==> src/mgnt_pkg.sv <==
package mgnt_pkg;

    //////////////////////////////////////////////////
    // widths and register types
    //////////////////////////////////////////////////

    localparam int REG_WIDTH     = 32;
    localparam int BYTES_PER_REG = REG_WIDTH / 8;

    typedef logic [REG_WIDTH-1:0] mgnt_word_t;
    typedef logic [7:0]           mgnt_addr_t;
    typedef logic [7:0]           mgnt_byte_t;
    typedef logic [1:0]           byte_cnt_t;
    // low field of every frame report
    typedef logic [11:0]          frame_len_t;

    // flag bits sit above the length field
    // rx order is vlan lldp 1588 tte fcs runt jabber bp
    // tx order is vlan fc 1588 tte
    localparam int RX_FLAG_WIDTH = 8;
    localparam int TX_FLAG_WIDTH = 4;
    // errors are the top flag bits of a report
    localparam int RX_ERR_WIDTH  = 4;
    localparam int TX_ERR_WIDTH  = 0;

    //////////////////////////////////////////////////
    // address map
    //////////////////////////////////////////////////

    localparam mgnt_addr_t ADDR_RX_BASE    = 8'h00;
    localparam mgnt_addr_t ADDR_TX_BASE    = 8'h10;
    localparam mgnt_addr_t ADDR_LLDP_ADDR0 = 8'h80;
    localparam mgnt_addr_t ADDR_LLDP_ADDR1 = 8'h81;
    localparam mgnt_addr_t ADDR_LLDP_ADDR2 = 8'h82;
    localparam mgnt_addr_t ADDR_LLDP_PORT  = 8'h83;
    // mode 1 sink, 2 source, 4 compatible
    localparam mgnt_addr_t ADDR_LLDP_MODE  = 8'h84;
    localparam mgnt_addr_t ADDR_LLDP_FUNC  = 8'h8F;

    // counter slots, same in both banks
    localparam int CNT_PKT       = 0;
    localparam int CNT_BYTE      = 1;
    localparam int CNT_FLAG_BASE = 2;

    //////////////////////////////////////////////////
    // bundles between blocks
    //////////////////////////////////////////////////

    typedef struct packed {
        logic       wr_stb;
        logic       rd_stb;
        mgnt_addr_t addr;
    } mgnt_cmd_t;

    typedef struct packed {
        mgnt_addr_t addr;
        mgnt_word_t data;
    } mgnt_wr_t;

    typedef struct packed {
        logic [3:0]  mode;
        logic [3:0]  port;
        logic [47:0] dest;
    } lldp_conf_t;

    typedef enum logic [2:0] {
        CMD_IDLE, CMD_LOAD, CMD_SHIFT,
        CMD_COLLECT, CMD_COMMIT, CMD_ACK
    } cmd_state_e;

    typedef enum logic [1:0] {
        RPT_IDLE, RPT_COUNT, RPT_HOLD
    } rpt_state_e;

    typedef enum logic {
        CONF_IDLE, CONF_BUSY
    } conf_state_e;

endpackage

==> src/mgnt_cmd_decode.sv <==
`timescale 1ns/100ps

module mgnt_cmd_decode import mgnt_pkg::*; (
    input  logic       clk_if,
    input  logic       rst_if,
    input  logic       sys_req_valid,
    input  logic       sys_req_wr,
    input  mgnt_addr_t sys_req_addr,
    input  mgnt_byte_t sys_req_data,
    input  logic       sys_req_data_valid,
    // fourth byte leaving the serialiser
    input  logic       rd_last,
    output mgnt_cmd_t  cmd,
    output mgnt_wr_t   wr,
    output logic       sys_req_ack
);

    cmd_state_e state_q;
    cmd_state_e state_nx;
    mgnt_addr_t addr_q;
    mgnt_word_t data_q;
    byte_cnt_t  byte_cnt_q;
    logic       last_byte;

    // last byte of a write word arriving now
    assign last_byte = sys_req_data_valid &&
                       (byte_cnt_q == byte_cnt_t'(BYTES_PER_REG - 1));

    //////////////////////////////////////////////////
    // command sequencer
    //////////////////////////////////////////////////

    always_comb begin
        state_nx = state_q;
        case (state_q)
            CMD_IDLE: begin
                if (sys_req_valid) begin
                    state_nx = sys_req_wr ? CMD_COLLECT : CMD_LOAD;
                end
            end
            // read strobe goes out here
            CMD_LOAD:    state_nx = CMD_SHIFT;
            CMD_SHIFT: begin
                if (rd_last) begin
                    state_nx = CMD_ACK;
                end
            end
            CMD_COLLECT: begin
                if (last_byte) begin
                    state_nx = CMD_COMMIT;
                end
            end
            // single cycle write strobe
            CMD_COMMIT:  state_nx = CMD_ACK;
            CMD_ACK: begin
                if (!sys_req_valid) begin
                    state_nx = CMD_IDLE;
                end
            end
            default:     state_nx = CMD_IDLE;
        endcase
    end

    always_ff @(posedge clk_if) begin
        if (!rst_if) begin
            state_q     <= CMD_IDLE;
            byte_cnt_q  <= '0;
            sys_req_ack <= 1'b0;
        end else begin
            state_q     <= state_nx;
            // ack tracks the ack state, one flop deep
            sys_req_ack <= (state_nx == CMD_ACK);
            if (state_q == CMD_IDLE) begin
                byte_cnt_q <= '0;
            end else if (state_q == CMD_COLLECT && sys_req_data_valid) begin
                byte_cnt_q <= byte_cnt_q + 1'b1;
            end
        end
    end

    //////////////////////////////////////////////////
    // address latch and write gatherer
    //////////////////////////////////////////////////

    always_ff @(posedge clk_if) begin
        // addr and wr sampled with valid in idle only
        if (state_q == CMD_IDLE && sys_req_valid) begin
            addr_q <= sys_req_addr;
        end
        // msb arrives first
        if (state_q == CMD_COLLECT && sys_req_data_valid) begin
            data_q <= {data_q[REG_WIDTH-$bits(mgnt_byte_t)-1:0], sys_req_data};
        end
    end

    assign cmd.wr_stb = (state_q == CMD_COMMIT);
    assign cmd.rd_stb = (state_q == CMD_LOAD);
    assign cmd.addr   = addr_q;
    assign wr.addr    = addr_q;
    assign wr.data    = data_q;

    // one command type at a time
    a_strobe_excl: assert property (@(posedge clk_if) disable iff (!rst_if)
        !(cmd.rd_stb && cmd.wr_stb));

endmodule

==> src/stat_bank.sv <==
`timescale 1ns/100ps

module stat_bank import mgnt_pkg::*; #(
    parameter int FLAG_WIDTH = RX_FLAG_WIDTH,
    parameter int ERR_WIDTH  = RX_ERR_WIDTH
) (
    input  logic                                    clk_if,
    input  logic                                    rst_if,
    input  logic                                    rpt_valid,
    input  logic [$bits(frame_len_t)+FLAG_WIDTH-1:0] rpt_data,
    input  mgnt_addr_t                              rd_addr,
    output logic                                    rpt_resp,
    output mgnt_word_t                              rd_data
);

    localparam int NUM_CNT = CNT_FLAG_BASE + FLAG_WIDTH;
    // top ERR_WIDTH flag bits
    localparam logic [FLAG_WIDTH-1:0] ERR_MASK = ~({FLAG_WIDTH{1'b1}} >> ERR_WIDTH);

    logic [1:0]                              valid_sync;
    logic [$bits(frame_len_t)+FLAG_WIDTH-1:0] rpt_q;
    rpt_state_e                              state_q;
    rpt_state_e                              state_nx;
    frame_len_t                              rpt_len;
    logic [FLAG_WIDTH-1:0]                   rpt_flags;
    logic                                    rpt_err;
    mgnt_word_t                              cnt [NUM_CNT];

    //////////////////////////////////////////////////
    // report capture
    //////////////////////////////////////////////////

    always_ff @(posedge clk_if) begin
        if (!rst_if) begin
            valid_sync <= '0;
        end else begin
            valid_sync <= {valid_sync[0], rpt_valid};
        end
    end

    // source holds data until resp, so two high stages mean stable
    always_ff @(posedge clk_if) begin
        if (valid_sync == 2'b11) begin
            rpt_q <= rpt_data;
        end
    end

    assign rpt_len   = rpt_q[$bits(frame_len_t)-1:0];
    assign rpt_flags = rpt_q[$bits(frame_len_t) +: FLAG_WIDTH];
    assign rpt_err   = |(rpt_flags & ERR_MASK);

    // report fsm
    always_comb begin
        state_nx = state_q;
        case (state_q)
            RPT_IDLE:  state_nx = valid_sync[1] ? RPT_COUNT : RPT_IDLE;
            RPT_COUNT: state_nx = RPT_HOLD;
            // wait for the source to drop valid
            RPT_HOLD:  state_nx = valid_sync[1] ? RPT_HOLD : RPT_IDLE;
            default:   state_nx = RPT_IDLE;
        endcase
    end

    always_ff @(posedge clk_if) begin
        if (!rst_if) begin
            state_q  <= RPT_IDLE;
            rpt_resp <= 1'b0;
        end else begin
            state_q  <= state_nx;
            rpt_resp <= (state_q == RPT_HOLD);
        end
    end

    //////////////////////////////////////////////////
    // counter array
    //////////////////////////////////////////////////

    always_ff @(posedge clk_if) begin
        if (!rst_if) begin
            for (int i = 0; i < NUM_CNT; i++) begin
                cnt[i] <= '0;
            end
        end else if (state_q == RPT_COUNT) begin
            // errored frames skip pkt and byte totals
            if (!rpt_err) begin
                cnt[CNT_PKT]  <= cnt[CNT_PKT] + 1'b1;
                cnt[CNT_BYTE] <= cnt[CNT_BYTE] + mgnt_word_t'(rpt_len);
            end
            // each flag has its own slot, errors too
            for (int k = 0; k < FLAG_WIDTH; k++) begin
                if (rpt_flags[k]) begin
                    cnt[CNT_FLAG_BASE+k] <= cnt[CNT_FLAG_BASE+k] + 1'b1;
                end
            end
        end
    end

    // low nibble picks the slot, unused slots read zero
    always_comb begin
        rd_data = '0;
        for (int i = 0; i < NUM_CNT; i++) begin
            if (rd_addr[3:0] == i[3:0]) begin
                rd_data = cnt[i];
            end
        end
    end

    // count cycle leads straight into hold and resp
    a_count_hold: assert property (@(posedge clk_if) disable iff (!rst_if)
        state_q == RPT_COUNT |=> state_q == RPT_HOLD ##1 rpt_resp);

endmodule

==> src/lldp_conf_regs.sv <==
`timescale 1ns/100ps

module lldp_conf_regs import mgnt_pkg::*; (
    input  logic       clk_if,
    input  logic       rst_if,
    input  mgnt_wr_t   wr,
    input  mgnt_cmd_t  cmd,
    input  logic       conf_resp,
    output logic       conf_valid,
    output lldp_conf_t conf_data,
    output mgnt_word_t rd_data
);

    mgnt_word_t  addr0_q;
    mgnt_word_t  addr1_q;
    mgnt_word_t  addr2_q;
    mgnt_word_t  port_q;
    mgnt_word_t  mode_q;
    logic [1:0]  resp_sync;
    logic        func_hit;
    conf_state_e state_q;
    conf_state_e state_nx;

    //////////////////////////////////////////////////
    // register file
    //////////////////////////////////////////////////

    always_ff @(posedge clk_if) begin
        if (!rst_if) begin
            addr0_q <= '0;
            addr1_q <= '0;
            addr2_q <= '0;
            port_q  <= '0;
            mode_q  <= '0;
        end else if (cmd.wr_stb) begin
            case (wr.addr)
                ADDR_LLDP_ADDR0: addr0_q <= wr.data;
                ADDR_LLDP_ADDR1: addr1_q <= wr.data;
                ADDR_LLDP_ADDR2: addr2_q <= wr.data;
                ADDR_LLDP_PORT:  port_q  <= wr.data;
                ADDR_LLDP_MODE:  mode_q  <= wr.data;
                default: ;
            endcase
        end
    end

    // read back, func address and holes read zero
    always_comb begin
        case (cmd.addr)
            ADDR_LLDP_ADDR0: rd_data = addr0_q;
            ADDR_LLDP_ADDR1: rd_data = addr1_q;
            ADDR_LLDP_ADDR2: rd_data = addr2_q;
            ADDR_LLDP_PORT:  rd_data = port_q;
            ADDR_LLDP_MODE:  rd_data = mode_q;
            default:         rd_data = '0;
        endcase
    end

    // dest mac is 16 bits from each address word, word 2 on top
    assign conf_data.mode = mode_q[3:0];
    assign conf_data.port = port_q[3:0];
    assign conf_data.dest = {addr2_q[15:0], addr1_q[15:0], addr0_q[15:0]};

    //////////////////////////////////////////////////
    // conf transfer to rx path
    //////////////////////////////////////////////////

    assign func_hit = cmd.wr_stb && (wr.addr == ADDR_LLDP_FUNC);

    always_comb begin
        state_nx = state_q;
        case (state_q)
            CONF_IDLE: state_nx = func_hit ? CONF_BUSY : CONF_IDLE;
            // rx side answers across the clock boundary
            CONF_BUSY: state_nx = resp_sync[1] ? CONF_IDLE : CONF_BUSY;
            default:   state_nx = CONF_IDLE;
        endcase
    end

    always_ff @(posedge clk_if) begin
        if (!rst_if) begin
            resp_sync  <= '0;
            state_q    <= CONF_IDLE;
            conf_valid <= 1'b0;
        end else begin
            resp_sync  <= {resp_sync[0], conf_resp};
            state_q    <= state_nx;
            conf_valid <= (state_q == CONF_BUSY);
        end
    end

endmodule

==> src/mgnt_read_serializer.sv <==
`timescale 1ns/100ps

module mgnt_read_serializer import mgnt_pkg::*; (
    input  logic       clk_if,
    input  logic       rst_if,
    input  mgnt_cmd_t  cmd,
    input  mgnt_word_t rx_rd_data,
    input  mgnt_word_t tx_rd_data,
    input  mgnt_word_t lldp_rd_data,
    output mgnt_byte_t sys_resp_data,
    output logic       sys_resp_data_valid,
    output logic       rd_last
);

    mgnt_word_t sel_word;
    mgnt_word_t shift_q;
    byte_cnt_t  cnt_q;

    //////////////////////////////////////////////////
    // word select
    //////////////////////////////////////////////////

    // bit 7 picks lldp, then the nibble picks rx or tx
    always_comb begin
        if (cmd.addr[7]) begin
            sel_word = lldp_rd_data;
        end else if (cmd.addr[7:4] == ADDR_TX_BASE[7:4]) begin
            sel_word = tx_rd_data;
        end else if (cmd.addr[7:4] == ADDR_RX_BASE[7:4]) begin
            sel_word = rx_rd_data;
        end else begin
            sel_word = '0;
        end
    end

    // byte shifter, msb first
    always_ff @(posedge clk_if) begin
        if (!rst_if) begin
            sys_resp_data_valid <= 1'b0;
            cnt_q               <= '0;
        end else if (cmd.rd_stb) begin
            sys_resp_data_valid <= 1'b1;
            cnt_q               <= '0;
        end else if (sys_resp_data_valid) begin
            cnt_q <= cnt_q + 1'b1;
            if (rd_last) begin
                sys_resp_data_valid <= 1'b0;
            end
        end
    end

    always_ff @(posedge clk_if) begin
        if (cmd.rd_stb) begin
            shift_q <= sel_word;
        end else if (sys_resp_data_valid) begin
            shift_q <= shift_q << $bits(mgnt_byte_t);
        end
    end

    assign sys_resp_data = shift_q[REG_WIDTH-1 -: $bits(mgnt_byte_t)];
    assign rd_last       = sys_resp_data_valid &&
                           (cnt_q == byte_cnt_t'(BYTES_PER_REG - 1));

    // decode must not reload a word still going out
    a_no_reload: assert property (@(posedge clk_if) disable iff (!rst_if)
        cmd.rd_stb |-> !sys_resp_data_valid);

endmodule

==> src/mac_ctrl_top.sv <==
`timescale 1ns/100ps

module mac_ctrl_top import mgnt_pkg::*; #(
    parameter int RX_FLAGS = RX_FLAG_WIDTH,
    parameter int RX_ERRS  = RX_ERR_WIDTH,
    parameter int TX_FLAGS = TX_FLAG_WIDTH,
    parameter int TX_ERRS  = TX_ERR_WIDTH
) (
    input  logic                                  clk_if,
    input  logic                                  rst_if,
    // rx report channel
    input  logic                                  rx_mgnt_valid,
    input  logic [$bits(frame_len_t)+RX_FLAGS-1:0] rx_mgnt_data,
    output logic                                  rx_mgnt_resp,
    // tx report channel
    input  logic                                  tx_mgnt_valid,
    input  logic [$bits(frame_len_t)+TX_FLAGS-1:0] tx_mgnt_data,
    output logic                                  tx_mgnt_resp,
    // lldp conf toward rx path
    output logic                                  rx_conf_valid,
    output lldp_conf_t                            rx_conf_data,
    input  logic                                  rx_conf_resp,
    // system side
    input  logic                                  sys_req_valid,
    input  logic                                  sys_req_wr,
    input  mgnt_addr_t                            sys_req_addr,
    input  mgnt_byte_t                            sys_req_data,
    input  logic                                  sys_req_data_valid,
    output logic                                  sys_req_ack,
    output mgnt_byte_t                            sys_resp_data,
    output logic                                  sys_resp_data_valid
);

    mgnt_cmd_t  cmd;
    mgnt_wr_t   wr;
    mgnt_word_t rx_rd_data;
    mgnt_word_t tx_rd_data;
    mgnt_word_t lldp_rd_data;
    logic       rd_last;

    //////////////////////////////////////////////////
    // decode
    //////////////////////////////////////////////////

    mgnt_cmd_decode u_cmd_decode (
        .clk_if             (clk_if),
        .rst_if             (rst_if),
        .sys_req_valid      (sys_req_valid),
        .sys_req_wr         (sys_req_wr),
        .sys_req_addr       (sys_req_addr),
        .sys_req_data       (sys_req_data),
        .sys_req_data_valid (sys_req_data_valid),
        .rd_last            (rd_last),
        .cmd                (cmd),
        .wr                 (wr),
        .sys_req_ack        (sys_req_ack)
    );

    //////////////////////////////////////////////////
    // execute
    //////////////////////////////////////////////////

    stat_bank #(
        .FLAG_WIDTH (RX_FLAGS),
        .ERR_WIDTH  (RX_ERRS)
    ) u_rx_stat (
        .clk_if    (clk_if),
        .rst_if    (rst_if),
        .rpt_valid (rx_mgnt_valid),
        .rpt_data  (rx_mgnt_data),
        .rd_addr   (cmd.addr),
        .rpt_resp  (rx_mgnt_resp),
        .rd_data   (rx_rd_data)
    );

    stat_bank #(
        .FLAG_WIDTH (TX_FLAGS),
        .ERR_WIDTH  (TX_ERRS)
    ) u_tx_stat (
        .clk_if    (clk_if),
        .rst_if    (rst_if),
        .rpt_valid (tx_mgnt_valid),
        .rpt_data  (tx_mgnt_data),
        .rd_addr   (cmd.addr),
        .rpt_resp  (tx_mgnt_resp),
        .rd_data   (tx_rd_data)
    );

    lldp_conf_regs u_lldp_conf (
        .clk_if     (clk_if),
        .rst_if     (rst_if),
        .wr         (wr),
        .cmd        (cmd),
        .conf_resp  (rx_conf_resp),
        .conf_valid (rx_conf_valid),
        .conf_data  (rx_conf_data),
        .rd_data    (lldp_rd_data)
    );

    // result path
    mgnt_read_serializer u_read_ser (
        .clk_if              (clk_if),
        .rst_if              (rst_if),
        .cmd                 (cmd),
        .rx_rd_data          (rx_rd_data),
        .tx_rd_data          (tx_rd_data),
        .lldp_rd_data        (lldp_rd_data),
        .sys_resp_data       (sys_resp_data),
        .sys_resp_data_valid (sys_resp_data_valid),
        .rd_last             (rd_last)
    );

endmodule

==> config.mk <==
export PLATFORM = sky130hd
export DESIGN_NAME = mac_ctrl_top
export DESIGN_NICKNAME = d
export VERILOG_FILES = /design/src/mgnt_pkg.sv /design/src/mgnt_cmd_decode.sv /design/src/stat_bank.sv /design/src/lldp_conf_regs.sv /design/src/mgnt_read_serializer.sv /design/src/mac_ctrl_top.sv
export SDC_FILE = /design/constraint.sdc
export NUM_CORES = 2
export LEC_CHECK = 0
export BUFFER_PORTS_ARGS = -buffer_cell sky130_fd_sc_hd__buf_2
export CAP_MARGIN = 20
export CORE_UTILIZATION = 60
export CTS_BUF_LIST = sky130_fd_sc_hd__clkbuf_16
export CTS_CLUSTER_SIZE = 16
export DETAILED_ROUTE_END_ITERATION = 6
export GPL_ROUTABILITY_DRIVEN = 0
export PLACE_DENSITY = 0.8
export SYNTH_ARGS = -nofsm -noshare
export SYNTH_HDL_FRONTEND = slang
export SYNTH_HIERARCHICAL = 1
export SYNTH_SLANG_ARGS = --single-unit
==> constraint.sdc <==
create_clock -name clk_if -period 4.6 [get_ports clk_if]
set_input_delay 0.23 -clock clk_if [delete_from_list [all_inputs] [get_ports clk_if]]
set_output_delay 0.23 -clock clk_if [all_outputs]
set_load 0.005 [all_outputs]
==> summary by stage <==
Status
The flow ran to the end, but the final reports show violations. The final reports fail on design-rule violations.

Power and ir drop
The worst voltage drop across the vdd grid is 328 uV. Internal power comes to 11.9 mW. The fraction of power consumed by the clock network is 0.402.

The power per standard cell area is around 330 nW/um2. The leakage power summed over all cells is 17.2 nW. The relative contribution of combinational cells to total power is 0.071. The share of total power dissipated in sequential elements is 0.528.

Of the total power, the share spent switching nets is 0.248. The reported net switching power is 3.93 mW.

Die
The floorplan die width is approximately 270 um. The top-level I/O count is roughly 130. The die height is 271 um. For this configuration, the core starts out at a cell density of 0.607. The die covers 73400 um2.

After floorplanning, the core was divided into 98 placement rows. In this run the standard cell core region covers slightly above 70000 um2.

STA
Setup slack on the critical path of the routed design comes to 1.36 ns. The transition time at the pin with the least slew margin is 1.11 ns. Static timing analysis puts the maximum clock frequency at 308 MHz. Setup violations remaining at the end of the flow were counted as 0.

The number of slew-limit violations in the final report came to 0. For the final routed database, the setup TNS stands at 0 ns. Of the available clock period, the critical path in the final layout requires 0.705. The minimum clock period is 3.24 ns.

Setup repair after global routing left no endpoint under its margin. On the final layout, the worst clock skew is 0.0336 ns. The hold violation total from the final report is 0.

In this run the tightest slew margin relative to its limit is 0.263.

Hold path
The number of cells on the worst hold path is 4. The start point of the worst hold path is sys_req_wr. The class of the most critical hold timing path is input pin to register.

Yosys
The post-synthesis async set-or-reset flop share is 0. The top flip-flop cell by instance count after synthesis is sky130_fd_sc_hd__edfxtp_1. By area the synthesized netlist is led by sky130_fd_sc_hd__edfxtp_1, sky130_fd_sc_hd__dfxtp_1, sky130_fd_sc_hd__xor2_1, sky130_fd_sc_hd__nor2_1, sky130_fd_sc_hd__mux2i_1.

Counting flops with a built-in enable in the synthesized netlist gives 620. The share of the synthesized area in the top cell type is 0.429. In the synthesized netlist, the number of instances is ~4300.

The count of unique library cells instantiated by Yosys is just over 80. The post-synthesis net count is approximately 4400. The number of warnings printed during yosys synthesis is 6. The register area share after synthesis is 0.514. The biggest area contributor in the post-synthesis netlist is sky130_fd_sc_hd__edfxtp_1. The area of the mapped netlist is between 40000 and 50000 um2. The post-synthesis area per instance is 10.1 um2. The count of state elements after synthesis is 803.

Worst setup path
The endpoint arrival time on the critical path is 3.73 ns. The end of the critical path is u_read_ser/shift_q[3]. The cell family contributing the most delay on the critical path is simple AND/OR/NAND/NOR gates. In this run the worst setup path begins at u_cmd_decode/addr_q[3]. The largest single stage delay on the critical path is 0.86 ns. The cell depth of the worst setup path is 8.

In this run the critical register-to-register path is launched from u_cmd_decode/addr_q[3]. The buffers plus inverters on the worst setup path is 1. The endpoint kind of the worst setup timing path is a register. For the worst flop-to-flop path, the logic depth is 8. In this run the critical register-to-register path is captured at u_read_ser/shift_q[3]. Among all stages on the critical path, the largest delay is contributed by sky130_fd_sc_hd__nor3_2. The start-to-end type of the worst setup path is register to register.

STA classifies the critical path startpoint as a register. The setup check on the worst reg-to-reg path leaves a slack of 1.36 ns. The critical path goes through buf_4 -> nand2b_1 -> nor3_2 -> a211o_1 -> o21ai_0 -> nand3_1 -> mux2i_1 -> o2bb2ai_1.

Along the worst path, the maximum fanout reaches 18. The required time of the critical path is 5.09 ns.

Global routing
The met1 usage is 0.448. The first global-routing pass estimated 180000 um of wire. After global routing the overflow that remains totals 0. For this run, global-route usage on met3 was measured as 0.0663. In the global route stage, overall resource usage came out at 0.312. For this run, global-route usage on met2 was measured as 0.459. Entering global routing, the biggest net connects between 150 and 200 pins.

The initial antenna violation count came to 0. In this run the most used layer during global routing was met2. The number of global-route vias before repair is 31100.

Drt
The total number of vias is 34300. For this run, design rule violations remaining after detail routing come to 12. In this run the remaining antenna-violating nets after routing total 0.

In the final routed layout, each cell accounts on average for 22.1 um. The first detailed-routing pass took 7 iterations. The final layout contains routed wiring with a total length of around 120000 um.

The routed via count divided by cell count is 6.43. The violation count after the first detailed-route iteration is 4871.

Clocking
The H-tree generated during clock tree synthesis spans 3 levels. The TritonCTS clock tree is yes. In this run, CTS created clock tree buffers numbering between 80 and 90. The count of hold-fix buffers inserted at cts is 57.

The number of clock sinks is ~800. The cell at the root of the clock tree is sky130_fd_sc_hd__clkbuf_16. The CTS clock-pin slew for the worst setup and hold paths is 0.06 ns.

The worst-case clock buffer depth is 3. The number of gates resized after CTS was 0. The number of setup buffers added after CTS is 0. Clock latency on the worst-skew pair, taken at its later pin, is around 0.66 ns.

Run
Max-cap violations in this run came to 0.

Final layout
Compared with the post-synthesis result, the final layout area differs by 9.76%. The antenna diode count is 0. Measured on the finished design, the core utilization comes to 0.666. The number of cells in the finished layout apart from fillers is 5330. In the final layout, the share of cells above drive strength 1 is 0.0870. The design area is ~48000 um2.

The final-stage net count is 4414.

Place
The worst slack after detailed placement is around 1.5 ns. Detailed placement finished with a half-perimeter wire length of 81900 um. The post-detailed-placement cell area is 44300 um2.

In this run the tool buffered the top-level ports with between 100 and 150 buffer cells. Counting tap cells, the placed design contains a total of 5112 instances.
worst min-delay path by stage:
| stage | end | slack [ns] |
|---|---|---|
| finish | u_cmd_decode/state_q[1] | 0.06 |
| global route | u_cmd_decode/state_q[1] | 0.06 |
| CTS | u_cmd_decode/state_q[1] | 0.04 |
| detailed placement | u_cmd_decode/addr_q[5] | 0.41 |
| global placement | u_rx_stat/rpt_q[6] | 0.41 |
| floorplan | u_cmd_decode/addr_q[0] | 0.33 |
worst reg2reg max path: stages (launching register included):
cell                        delay [ns]
sky130_fd_sc_hd__edfxtp_1         0.68
sky130_fd_sc_hd__buf_4            0.34
sky130_fd_sc_hd__nand2b_1         0.23
sky130_fd_sc_hd__nor3_2           0.86
sky130_fd_sc_hd__a211o_1          0.26
sky130_fd_sc_hd__o21ai_0          0.17
sky130_fd_sc_hd__nand3_1          0.20
sky130_fd_sc_hd__mux2i_1          0.15
sky130_fd_sc_hd__o2bb2ai_1        0.20
flip-flops by register name, summed over array words and instances, names as in the netlist, 8 cells and up:
register / count
u_rx_stat/cnt: 320
u_lldp_conf/addr0_q: 32
u_read_ser/shift_q: 32
u_lldp_conf/mode_q: 32
u_lldp_conf/port_q: 32
u_lldp_conf/addr2_q: 32
u_cmd_decode/data_q: 32
u_tx_stat/cnt: 192
u_rx_stat/rpt_q: 20
u_lldp_conf/addr1_q: 32
u_tx_stat/rpt_q: 16
u_cmd_decode/addr_q: 8
cells in the mapped netlist (32+ instances only):
cell type	n
sky130_fd_sc_hd__o21ai_0	229
sky130_fd_sc_hd__nand3_1	338
sky130_fd_sc_hd__a21oi_1	143
sky130_fd_sc_hd__nand4_1	91
sky130_fd_sc_hd__a222oi_1	32
sky130_fd_sc_hd__ha_1	40
sky130_fd_sc_hd__o2bb2ai_1	38
sky130_fd_sc_hd__and4_1	61
sky130_fd_sc_hd__nor2_1	589
sky130_fd_sc_hd__mux2i_1	206
sky130_fd_sc_hd__or3_1	51
sky130_fd_sc_hd__dfxtp_1	183
sky130_fd_sc_hd__and2_1	72
sky130_fd_sc_hd__xnor2_1	133
sky130_fd_sc_hd__xor2_1	285
sky130_fd_sc_hd__edfxtp_1	620
sky130_fd_sc_hd__buf_4	73
sky130_fd_sc_hd__inv_1	61
sky130_fd_sc_hd__nand2_1	372
sky130_fd_sc_hd__clkbuf_1	169
sky130_fd_sc_hd__a221o_1	34
sky130_fd_sc_hd__and3_1	91
power groups by stage:
stage                     Combinational, mW  Clock (mW)  Sequential (mW)
after floorplan                       0.735           0             8.37
after global placement                 1.01           0             8.49
after detailed placement               1.03           0             8.50
after CTS                              1.08        6.43             8.35
after global routing                   1.18        6.72             8.39
final                                  1.12        6.38             8.37
per-layer routing:
metal | wire length, um | vias up
li1 | - | 15600
met1 | 47600 | 16400
met2 | 51100 | 2015
met3 | 14300 | 295
met4 | 5020 | 0
met5 | 0 | -
kinds of logic (layout without fill, tap and decap cells):
logic type      Yosys count  after routing  synth area share
compound gates          637            637            0.0982
xor+xnor                418            418            0.0844
fa+ha+maj                42             42            0.0125
buf+inv                 363            469            0.0404
flops                   803            803             0.514
mux                     208            208            0.0481
simple gates           1803           1803             0.203
cells in the final DEF, fill, tap and decap left out, drive strengths merged, types with 98 or more instances in the layout:
cell	Yosys	layout
xor2	285	285
nor2	590	590
xnor2	133	133
nand3	338	338
a21oi	143	143
o21ai	229	229
buf	131	197
dfxtp	183	183
nand2	373	373
mux2i	206	206
edfxtp	620	620
inv	61	98
cell type report:
| type | instances | area, um2 |
|---|---|---|
| flip-flops and latches | 803 | 22300 |
| clock inverters | 68 | 424 |
| multi-input cells | 3108 | 19400 |
| fillers | 5287 | 23900 |
| well taps | 950 | 1190 |
| clock buffers | 85 | 2130 |
| inverters | 62 | 246 |
| repair buffers | 254 | 1930 |
stage by stage:
| stage | total power [mW] | hold WS, ns |
|---|---|---|
| 5_1_grt | 16.3 | 0.0555 |
| 3_5_place_dp | 9.53 | 0.408 |
| 6_report | 15.9 | 0.0626 |
| 3_3_place_gp | 9.50 | 0.406 |
| 4_1_cts | 15.9 | 0.0396 |
| 2_1_floorplan | 9.11 | 0.329 |
Note: power is estimated with default switching activity, not from simulation.
